==> src/hdl/pool_buffer_defs.svh <==
`ifndef POOL_BUFFER_DEFS_SVH
`define POOL_BUFFER_DEFS_SVH

// channels handled side by side
`define PB_CHANNELS     4
`define PB_PIXEL_BITS   32

// frame size, both must be even
`define PB_IMG_WIDTH    6
`define PB_IMG_HEIGHT   4

// raster counter widths
`define PB_ROW_BITS     $clog2(`PB_IMG_HEIGHT)
`define PB_COL_BITS     $clog2(`PB_IMG_WIDTH)

// 2x2 windows per row and per column
`define PB_WIN_COLS     (`PB_IMG_WIDTH / 2)
`define PB_WIN_ROWS     (`PB_IMG_HEIGHT / 2)

// one bank entry per window
`define PB_BANK_DEPTH   (`PB_WIN_COLS * `PB_WIN_ROWS)
`define PB_WIN_BITS     $clog2(`PB_BANK_DEPTH)

`endif

==> src/hdl/pool_buffer_pkg.sv <==
`default_nettype none

`include "pool_buffer_defs.svh"

package pool_buffer_pkg;

    // one channel sample
    typedef logic [`PB_PIXEL_BITS-1:0] pixel_t;

    // all channels of one pixel position
    typedef pixel_t [`PB_CHANNELS-1:0] pixel_vec_t;

    // 2x2 neighbourhood, all channels
    typedef struct packed {
        pixel_vec_t top_left;
        pixel_vec_t top_right;
        pixel_vec_t bot_left;
        pixel_vec_t bot_right;
    } window_t;

    // one output transfer
    typedef struct packed {
        window_t                 window;
        logic [`PB_WIN_BITS-1:0] window_idx;
        logic                    last;
    } window_beat_t;

    // bank_sel is {row parity, col parity}
    typedef struct packed {
        logic [1:0]              bank_sel;
        logic [`PB_WIN_BITS-1:0] addr;
        pixel_vec_t              data;
    } bank_wr_t;

    typedef enum logic {
        ST_FILL,
        ST_DRAIN
    } buf_state_e;

endpackage

`default_nettype wire

==> src/hdl/buffer_ctrl.sv <==
`timescale 1ns/1ps
`default_nettype none

`include "pool_buffer_defs.svh"

module buffer_ctrl (
    input  wire                         clk,
    input  wire                         rst_n,
    input  wire                         fill_done,
    input  wire                         drain_done,
    output pool_buffer_pkg::buf_state_e state
);

    import pool_buffer_pkg::*;

    buf_state_e state_next;

    // frame phase, fill then drain then fill again
    always_comb begin
        state_next = state;
        case (state)
            ST_FILL: begin
                if (fill_done) begin
                    state_next = ST_DRAIN;
                end
            end
            ST_DRAIN: begin
                if (drain_done) begin
                    state_next = ST_FILL;
                end
            end
            default: begin
                state_next = ST_FILL;
            end
        endcase
    end

    always_ff @(posedge clk or negedge rst_n) begin
        if (!rst_n) begin
            state <= ST_FILL;
        end else begin
            state <= state_next;
        end
    end

endmodule

`default_nettype wire

==> src/hdl/pixel_writer.sv <==
`timescale 1ns/1ps
`default_nettype none

`include "pool_buffer_defs.svh"

module pixel_writer (
    input  wire                         clk,
    input  wire                         rst_n,
    input  wire pool_buffer_pkg::buf_state_e state,
    input  wire                         in_valid,
    input  wire pool_buffer_pkg::pixel_vec_t in_data,
    output logic                        in_ready,
    output logic                        wr_en,
    output pool_buffer_pkg::bank_wr_t   bank_wr,
    output logic                        fill_done
);

    import pool_buffer_pkg::*;

    logic [`PB_ROW_BITS-1:0] row;
    logic [`PB_COL_BITS-1:0] col;
    logic                    accept;
    logic                    row_last;
    logic                    col_last;
    logic [31:0]             addr_calc;

    // input refused while the frame is being read out
    assign in_ready = (state == ST_FILL);
    assign accept   = in_valid && in_ready;

    assign row_last = (32'(row) == `PB_IMG_HEIGHT - 1);
    assign col_last = (32'(col) == `PB_IMG_WIDTH - 1);

    assign fill_done = accept && row_last && col_last;
    assign wr_en     = accept;

    // bank picked by parity, entry by window position
    always_comb begin
        addr_calc        = 32'(row >> 1) * 32'(`PB_WIN_COLS) + 32'(col >> 1);
        bank_wr.bank_sel = {row[0], col[0]};
        bank_wr.addr     = addr_calc[`PB_WIN_BITS-1:0];
        bank_wr.data     = in_data;
    end

    // raster position of the next pixel
    always_ff @(posedge clk or negedge rst_n) begin
        if (!rst_n) begin
            row <= '0;
            col <= '0;
        end else if (accept) begin
            if (col_last) begin
                col <= '0;
                if (row_last) begin
                    row <= '0;
                end else begin
                    row <= row + 1'b1;
                end
            end else begin
                col <= col + 1'b1;
            end
        end
    end

endmodule

`default_nettype wire

==> src/hdl/frame_store.sv <==
`timescale 1ns/1ps
`default_nettype none

`include "pool_buffer_defs.svh"

module frame_store (
    input  wire                          clk,
    input  wire                          wr_en,
    input  wire pool_buffer_pkg::bank_wr_t bank_wr,
    input  wire                          rd_en,
    input  wire [`PB_WIN_BITS-1:0]       rd_addr,
    output pool_buffer_pkg::window_t     rd_window
);

    import pool_buffer_pkg::*;

    // one bank per {row parity, col parity}, all read at the same address
    for (genvar b = 0; b < 4; b++) begin : g_bank
        pixel_vec_t mem [`PB_BANK_DEPTH];
        pixel_vec_t rd_q;
        logic       bank_hit;

        assign bank_hit = wr_en && (bank_wr.bank_sel == 2'(b));

        always_ff @(posedge clk) begin
            if (bank_hit) begin
                mem[bank_wr.addr] <= bank_wr.data;
            end
        end

        // read data holds while no read is issued
        always_ff @(posedge clk) begin
            if (rd_en) begin
                rd_q <= mem[rd_addr];
            end
        end
    end

    // even row, even col is the top left of every window
    assign rd_window.top_left  = g_bank[0].rd_q;
    assign rd_window.top_right = g_bank[1].rd_q;
    assign rd_window.bot_left  = g_bank[2].rd_q;
    assign rd_window.bot_right = g_bank[3].rd_q;

endmodule

`default_nettype wire

==> src/hdl/window_reader.sv <==
`timescale 1ns/1ps
`default_nettype none

`include "pool_buffer_defs.svh"

module window_reader (
    input  wire                          clk,
    input  wire                          rst_n,
    input  wire pool_buffer_pkg::buf_state_e state,
    output logic                         rd_en,
    output logic [`PB_WIN_BITS-1:0]      rd_addr,
    input  wire pool_buffer_pkg::window_t rd_window,
    output logic                         out_valid,
    input  wire                          out_ready,
    output pool_buffer_pkg::window_beat_t out_beat,
    output logic                         drain_done
);

    import pool_buffer_pkg::*;

    logic                    issue_done;
    logic                    rd_last;
    logic                    rd_pending;
    logic [`PB_WIN_BITS-1:0] pending_idx;
    logic                    pending_last;
    logic                    out_adv;
    logic                    load;

    assign rd_last = (32'(rd_addr) == `PB_BANK_DEPTH - 1);

    // output register free now or at this edge
    assign out_adv = !out_valid || out_ready;
    assign load    = rd_pending && out_adv;

    // a new read only when the pending slot empties this cycle
    assign rd_en = (state == ST_DRAIN) && !issue_done && (!rd_pending || load);

    assign drain_done = out_valid && out_ready && out_beat.last;

    // window index and issue bookkeeping
    always_ff @(posedge clk or negedge rst_n) begin
        if (!rst_n) begin
            rd_addr    <= '0;
            issue_done <= 1'b0;
        end else if (rd_en) begin
            if (rd_last) begin
                rd_addr    <= '0;
                issue_done <= 1'b1;
            end else begin
                rd_addr <= rd_addr + 1'b1;
            end
        end else if (drain_done) begin
            issue_done <= 1'b0;
        end
    end

    // stage 1, read in flight in the banks
    always_ff @(posedge clk or negedge rst_n) begin
        if (!rst_n) begin
            rd_pending <= 1'b0;
        end else if (rd_en) begin
            rd_pending <= 1'b1;
        end else if (load) begin
            rd_pending <= 1'b0;
        end
    end

    always_ff @(posedge clk) begin
        if (rd_en) begin
            pending_idx  <= rd_addr;
            pending_last <= rd_last;
        end
    end

    // stage 2, output register
    always_ff @(posedge clk or negedge rst_n) begin
        if (!rst_n) begin
            out_valid <= 1'b0;
        end else if (out_adv) begin
            out_valid <= rd_pending;
        end
    end

    always_ff @(posedge clk) begin
        if (load) begin
            out_beat.window     <= rd_window;
            out_beat.window_idx <= pending_idx;
            out_beat.last       <= pending_last;
        end
    end

endmodule

`default_nettype wire

==> src/hdl/pool_buffer_top.sv <==
`timescale 1ns/1ps
`default_nettype none

`include "pool_buffer_defs.svh"

module pool_buffer_top (
    input  wire                           clk,
    input  wire                           rst_n,
    input  wire                           in_valid,
    input  wire pool_buffer_pkg::pixel_vec_t in_data,
    output logic                          in_ready,
    output logic                          out_valid,
    input  wire                           out_ready,
    output pool_buffer_pkg::window_beat_t out_beat
);

    import pool_buffer_pkg::*;

    buf_state_e              state;
    logic                    fill_done;
    logic                    drain_done;
    logic                    wr_en;
    bank_wr_t                bank_wr;
    logic                    rd_en;
    logic [`PB_WIN_BITS-1:0] rd_addr;
    window_t                 rd_window;

    buffer_ctrl u_buffer_ctrl (
        .clk        (clk),
        .rst_n      (rst_n),
        .fill_done  (fill_done),
        .drain_done (drain_done),
        .state      (state)
    );

    pixel_writer u_pixel_writer (
        .clk       (clk),
        .rst_n     (rst_n),
        .state     (state),
        .in_valid  (in_valid),
        .in_data   (in_data),
        .in_ready  (in_ready),
        .wr_en     (wr_en),
        .bank_wr   (bank_wr),
        .fill_done (fill_done)
    );

    frame_store u_frame_store (
        .clk       (clk),
        .wr_en     (wr_en),
        .bank_wr   (bank_wr),
        .rd_en     (rd_en),
        .rd_addr   (rd_addr),
        .rd_window (rd_window)
    );

    window_reader u_window_reader (
        .clk        (clk),
        .rst_n      (rst_n),
        .state      (state),
        .rd_en      (rd_en),
        .rd_addr    (rd_addr),
        .rd_window  (rd_window),
        .out_valid  (out_valid),
        .out_ready  (out_ready),
        .out_beat   (out_beat),
        .drain_done (drain_done)
    );

endmodule

`default_nettype wire

==> config.mk <==
export PLATFORM = sky130hd
export DESIGN_NAME = pool_buffer_top
export DESIGN_NICKNAME = d
export VERILOG_FILES = /design/src/hdl/pool_buffer_pkg.sv /design/src/hdl/buffer_ctrl.sv /design/src/hdl/pixel_writer.sv /design/src/hdl/frame_store.sv /design/src/hdl/window_reader.sv /design/src/hdl/pool_buffer_top.sv
export VERILOG_INCLUDE_DIRS = /design/src /design/src/hdl
export SDC_FILE = /design/constraint.sdc
export NUM_CORES = 2
export LEC_CHECK = 0
export BUFFER_PORTS_ARGS = -buffer_cell sky130_fd_sc_hd__clkbuf_2
export CORE_MARGIN = 2
export CORE_UTILIZATION = 35
export DETAILED_ROUTE_END_ITERATION = 8
export PLACE_DENSITY = 0.57
export SLEW_MARGIN = 5
export SYNTH_ARGS = -nofsm -noshare
export SYNTH_HDL_FRONTEND = slang
export SYNTH_SLANG_ARGS = --single-unit
==> constraint.sdc <==
create_clock -name clk -period 20.2 [get_ports clk]
set_clock_uncertainty 0.2 [all_clocks]
set_input_delay 3.03 -clock clk [delete_from_list [all_inputs] [get_ports clk]]
set_output_delay 3.03 -clock clk [all_outputs]
set_load 0.005 [all_outputs]
# == Yosys cells after proc, flatten, opt, wreduce, memory -nomap -nowiden ==
# Memory sizes are Yosys's and may differ from the RTL's. A register that Yosys moved wholly into a read port is not among the register bits.
# Index checks and enable logic that the tools add are counted.
# word_totals
register_bits,532
latchBits,0
mem_bits_rw,3072
mem_bits_ro,0
out_inout_bits,518
mem_count,4
# memory_table
name,depth,width,read_ports,rd_ports_with_merged_regs,wr,line_no,rtl
u_frame_store.g_bank[0].mem,6,128,1,1,1,frame_store.sv:19,pixel_vec_t mem [`PB_BANK_DEPTH];
u_frame_store.g_bank[1].mem,6,128,1,1,1,frame_store.sv:19,
u_frame_store.g_bank[2].mem,6,128,1,1,1,frame_store.sv:19,
u_frame_store.g_bank[3].mem,6,128,1,1,1,frame_store.sv:19,
# op_classes
n_addsub,4
multipliers,1
div,0
order_cmp,0
n_eq_ne,7
shift,0
muxes,19
bitwise_logic,1
n_reduce_logical,22
# op_table
op,n
1-bit 2-to-1 mux,15
1-bit logical AND,12
3-bit by 1-bit adder with 3-bit output (second input constant),2
2-bit equality test (second input constant),3
3-bit equality test (second input constant),2
3-bit 2-to-1 mux,2
2-bit AND reduction,2
2-bit nonzero test,2
3-bit by 2-bit adder with 3-bit output,1
1-bit logical NOT,3
1-bit by 2-bit multiplier with 3-bit output (second input constant),1
2-bit by 1-bit adder with 2-bit output (second input constant),1
2-bit by 1-bit equality test with 1-bit output (second input constant),1
2-bit logical NOT,1
1-bit logical OR,2
2-bit 2-to-1 mux,1
2-bit by 1-bit != test with 1-bit output (second input constant),1
1-bit case mux with 2 select lines,1
1-bit inverter,1

# == Depth between registers and ports, before layout ==
# logic_depth
ltp_word,7
mapped_depth,5

# == By module ==
# A second synthesis with hierarchy kept.
# unflattened
cells_unflattened,7228
hier_area_um2,149582.2
# by_module_without_submodules
mod,n_inst,cells_each,area_per_inst_um2
frame_store,1,6524,132348.2
window_reader,1,545,15915.3
pixel_writer,1,156,1280.0
buffer_ctrl,1,3,38.8

# == Worst setup path after synthesis ==
# OpenSTA, ideal clock, no wires.
# synth_timing
path_type,input port to flip-flop
start,in out_ready
end,reg u_window_reader.out_beat[0] (netlist name)
arrival_ps,14732
t_required_ps,19053
path_slack_ps,4322
stages,2
path_buffers,0
cell_sequence,nand2b_1 and2_1
# synth_via
elab_chain_len,2
# synth_rtl
item,line_no,rtl
from (decl),pool_buffer_top.sv:13,"input wire out_ready,"
1-bit logical OR,window_reader.sv:32,assign out_adv = !out_valid || out_ready;
1-bit logical AND,window_reader.sv:33,assign load = rd_pending && out_adv;
via u_window_reader.load,window_reader.sv:27,logic load;
# The timed path passes the listed nets, and every way through them passes these cells.
# A chain may end at the register's enable or synchronous reset.

# == Worst setup path after layout ==
# layout_timing
start,in out_ready
end,"reg u_frame_store.g_bank[0].rd_q (netlist bit u_frame_store.rd_window[431]), read port of u_frame_store.g_bank[0].mem (enable)"
# layout_via
elab_chain_len,4
# layout_rtl
item,line_no,rtl
1-bit logical OR,window_reader.sv:32,
1-bit logical AND,window_reader.sv:33,
1-bit logical OR,window_reader.sv:36,assign rd_en = (state == ST_DRAIN) && !issue_done && (!rd_pending || load);
1-bit logical AND,window_reader.sv:36,
via rd_en,pool_buffer_top.sv:24,logic rd_en;
to (decl),frame_store.sv:20,pixel_vec_t rd_q;
# The timed path passes the listed nets, and every way through them passes these cells.

==> flow_summary.json <==
{
  "placed_cells": 12200,
  "syn_area_per_cell_um2": 24.9,
  "path_max_fanout": 79,
  "synth_compound_area_share_pct": 0.0185,
  "critPathMaxStageDelay_ps": 850,
  "ir_drop_uv": 115,
  "grt_pass1_wl_mm": 495,
  "setup_violations": 0,
  "fp-row-count": 239,
  "p_sw_w": 0.00603,
  "timing.final.crit_share_pct": 30.8,
  "finish.utilization_pct": 40.6,
  "numCtsBuffers": 415,
  "critPathCaptureType": "register",
  "synthMuxAreaShare_pct": 15.6,
  "synth.distinct_cells": 29,
  "synth_xor_area_share_pct": 0.0118,
  "hold_end": "u_window_reader.out_beat[496]",
  "drc": 0,
  "vias": 63300,
  "p_sw_share_pct": 26.6,
  "path_buf_inv": 5,
  "power.total_w": 0.0226,
  "r2r_end": "u_frame_store.rd_window[49]",
  "p_clk_share_pct": 32.9,
  "cts-resized-gates": 0,
  "max_freq_ghz": 0.161,
  "hold_class": "reg -> reg",
  "die_x_um": 655,
  "cp-start-kind": "input port",
  "p_leak_nw": 54.0,
  "synth_top_family_by_area": "multiplexers",
  "grt_overflow": 0,
  "final_cell_mix": "edfxtp_1 (4104), mux2_1 (742), clkbuf_2 (649)",
  "path_common_cell": "buf_4",
  "grt_util_all_layers_pct": 16.2,
  "cts_root_buf": "clkbuf_16",
  "nNetsFinal": 7039,
  "layout_commonest_cell": "edfxtp_1",
  "ys_warn_count": 0,
  "dieHeight_um": 655,
  "ys_seq_area_share_pct": 83.2,
  "post-dp-hpwl_mm": 213,
  "hold_depth": 0,
  "dr.pass1.iters": 7,
  "max_slew_margin_pct": 18.8,
  "cts_max_level": 5,
  "insertion_delay_ps": 990,
  "grt_max_degree": 129,
  "rsz0062_at_grt": "false",
  "seq_power_share_pct": 48.8,
  "fin_setup_tns_ps": 0,
  "drive_gt1_share_pct": 30.0,
  "syn_to_final_growth_pct": 15.7,
  "finalHoldViolCount": 0,
  "period_needed_ps": 6210,
  "holdWs_ps": 207,
  "first_iter_violations": 5607,
  "netlist_instances": 5954,
  "pin_count": 650,
  "crit_arrival_ps": 6570,
  "status": "completed",
  "tightest_slew_ps": 1220,
  "routabilityCongestion": 0.743,
  "drt-total-wl_mm": 357,
  "maxCapViolCount": 0,
  "synth_seq_cells": 4116,
  "antenna_found_initial": 61,
  "rrSetupSlack_ps": 14200,
  "post_cts_buffers": 0,
  "cp_cell_sequence": "clkbuf_2 -> nand3b_1 -> nand3b_1 -> inv_8 -> buf_4 -> buf_4 -> buf_4",
  "wl_per_cell_um": 27.7,
  "cts_hold_buf": 0,
  "intPower_w": 0.0166,
  "synth-simple-area-share_pct": 0.190,
  "worstSetupPathType": "in -> reg",
  "r2r_cells": 6,
  "slowest_stage": "buf_4",
  "cellPowerDensity_nw_per_um2": 132,
  "clock-sinks": 4116,
  "first_global_vias": 63800,
  "clk_transition_reported_paths_ps": 60,
  "ant_nets": 0,
  "cpLargestDelayFamily": "buffers and inverters",
  "drv_slew": 0,
  "coreArea_um2": 423000,
  "min_from": "u_frame_store.rd_window[492]",
  "synth_fa_ha_area_share_pct": 0.0304,
  "r2r_start": "u_window_reader.rd_addr[1]",
  "cts_tree": "yes",
  "ctsLongestPathBuffers": 4,
  "vias_per_cell": 4.90,
  "cp_data_required_time_ps": 20560,
  "syn_area_um2": 148000,
  "io_buffer_count": 649,
  "start_util_pct": 35.1,
  "power_frac_comb_pct": 18.3,
  "syn_nets": 6089,
  "die_area_um2": 429000,
  "instances_no_fill": 12900
}
synth_stat cells, drive strengths merged:
library cell,count,share of area [%]
and4b,1,0.0067
nor3,1,0.0034
nand3,1,0.0034
nand2b,4,0.017
edfxtp,4104,83
buf,189,0.82
nor3b,1,0.0051
fa,1,0.013
mux4,512,7.8
nor2b,1,0.0042
inv,4,0.010
and2,1,0.0042
xnor2,2,0.012
or3,1,0.0042
nand2,8,0.020
nor2,27,0.068
or3b,2,0.012
o21ai,4,0.013
nand3b,7,0.035
a21o,1,0.0051
and3b,1,0.0059
dfrtp,12,0.20
ha,2,0.017
mux2,1028,7.8
clkbuf,39,0.099
stage by stage:
step           cell area (um2)  worst slack (ps)
2_1_floorplan           148000              4320
3_3_place_gp            159000             12960
3_5_place_dp            159000             12950
4_1_cts                 172000             13980
5_1_grt                 172000             13770
6_report                172000             13990
flip-flops by register name, summed over array words and instances (netlist names), 2 cells and up:
signal / count
u_window_reader.out_beat: 516
u_window_reader.rd_addr: 3
u_pixel_writer.row: 2
u_pixel_writer.col: 3
u_window_reader.pending_idx: 3
u_frame_store.g_bank.mem: 3072
u_frame_store.rd_window: 512
logic make-up (layout without fill, tap and decap cells):
logic type,Yosys count,after routing
other cells,0,11
compound gates,5,5
fa+ha+maj,3,3
mux,1540,1540
flops,4116,4116
buf+inv,232,1520
simple gates,56,56
xor+xnor,2,2
final cells by class:
| class | instances | area [um2] |
|---|---|---|
| clock buffer | 507 | 10800 |
| antenna | 11 | 27.5 |
| clock inverter | 248 | 2320 |
| fill | 36900 | 251000 |
| multi-input combinational | 1606 | 23700 |
| inverter | 4 | 22.5 |
| sequential | 4116 | 124000 |
| tap | 5663 | 7090 |
| timing repair buffer | 761 | 4210 |
worst reg2reg max path, cell delays in order (launching register included):
cell and delay (ps):
dfrtp_4 1010, buf_4 980, buf_4 870, buf_4 750, buf_4 940, mux2_2 510
mux4_2 450
metal layers:
metal | GRT usage (%) | wire (um) | vias to the layer above
met5 | 0 | 230 | -
met4 | 3.82 | 8230 | 36
met3 | 2.79 | 19800 | 441
met2 | 28.0 | 183000 | 1799
met1 | 21.3 | 146000 | 34300
li1 | - | - | 26800
worst max-delay path by stage:
| stage | start | end | slack [ps] | cells after the start |
|---|---|---|---|---|
| 4_1_cts | out_ready | u_frame_store.rd_window[431] | 13980 | 7 |
| 5_1_grt | out_ready | u_frame_store.rd_window[429] | 13770 | 7 |
| 6_report | out_ready | u_frame_store.rd_window[431] | 13990 | 7 |
| 2_1_floorplan | out_ready | u_window_reader.out_beat[0] | 4320 | 2 |
| 3_5_place_dp | out_ready | u_frame_store.rd_window[50] | 12950 | 7 |
| 3_3_place_gp | out_ready | u_frame_store.rd_window[431] | 12960 | 7 |
power groups by stage:
stage	Combinational [W]	Sequential (W)	Clock (W)
after detailed placement	0.00431	0.0112	0
after global placement	0.00426	0.0112	0
final	0.00414	0.0110	0.00744
after floorplan	0.00277	0.0113	0
after CTS	0.00433	0.0111	0.00763
after global routing	0.00445	0.0111	0.00793
Note: power is estimated with default switching activity, not from simulation.
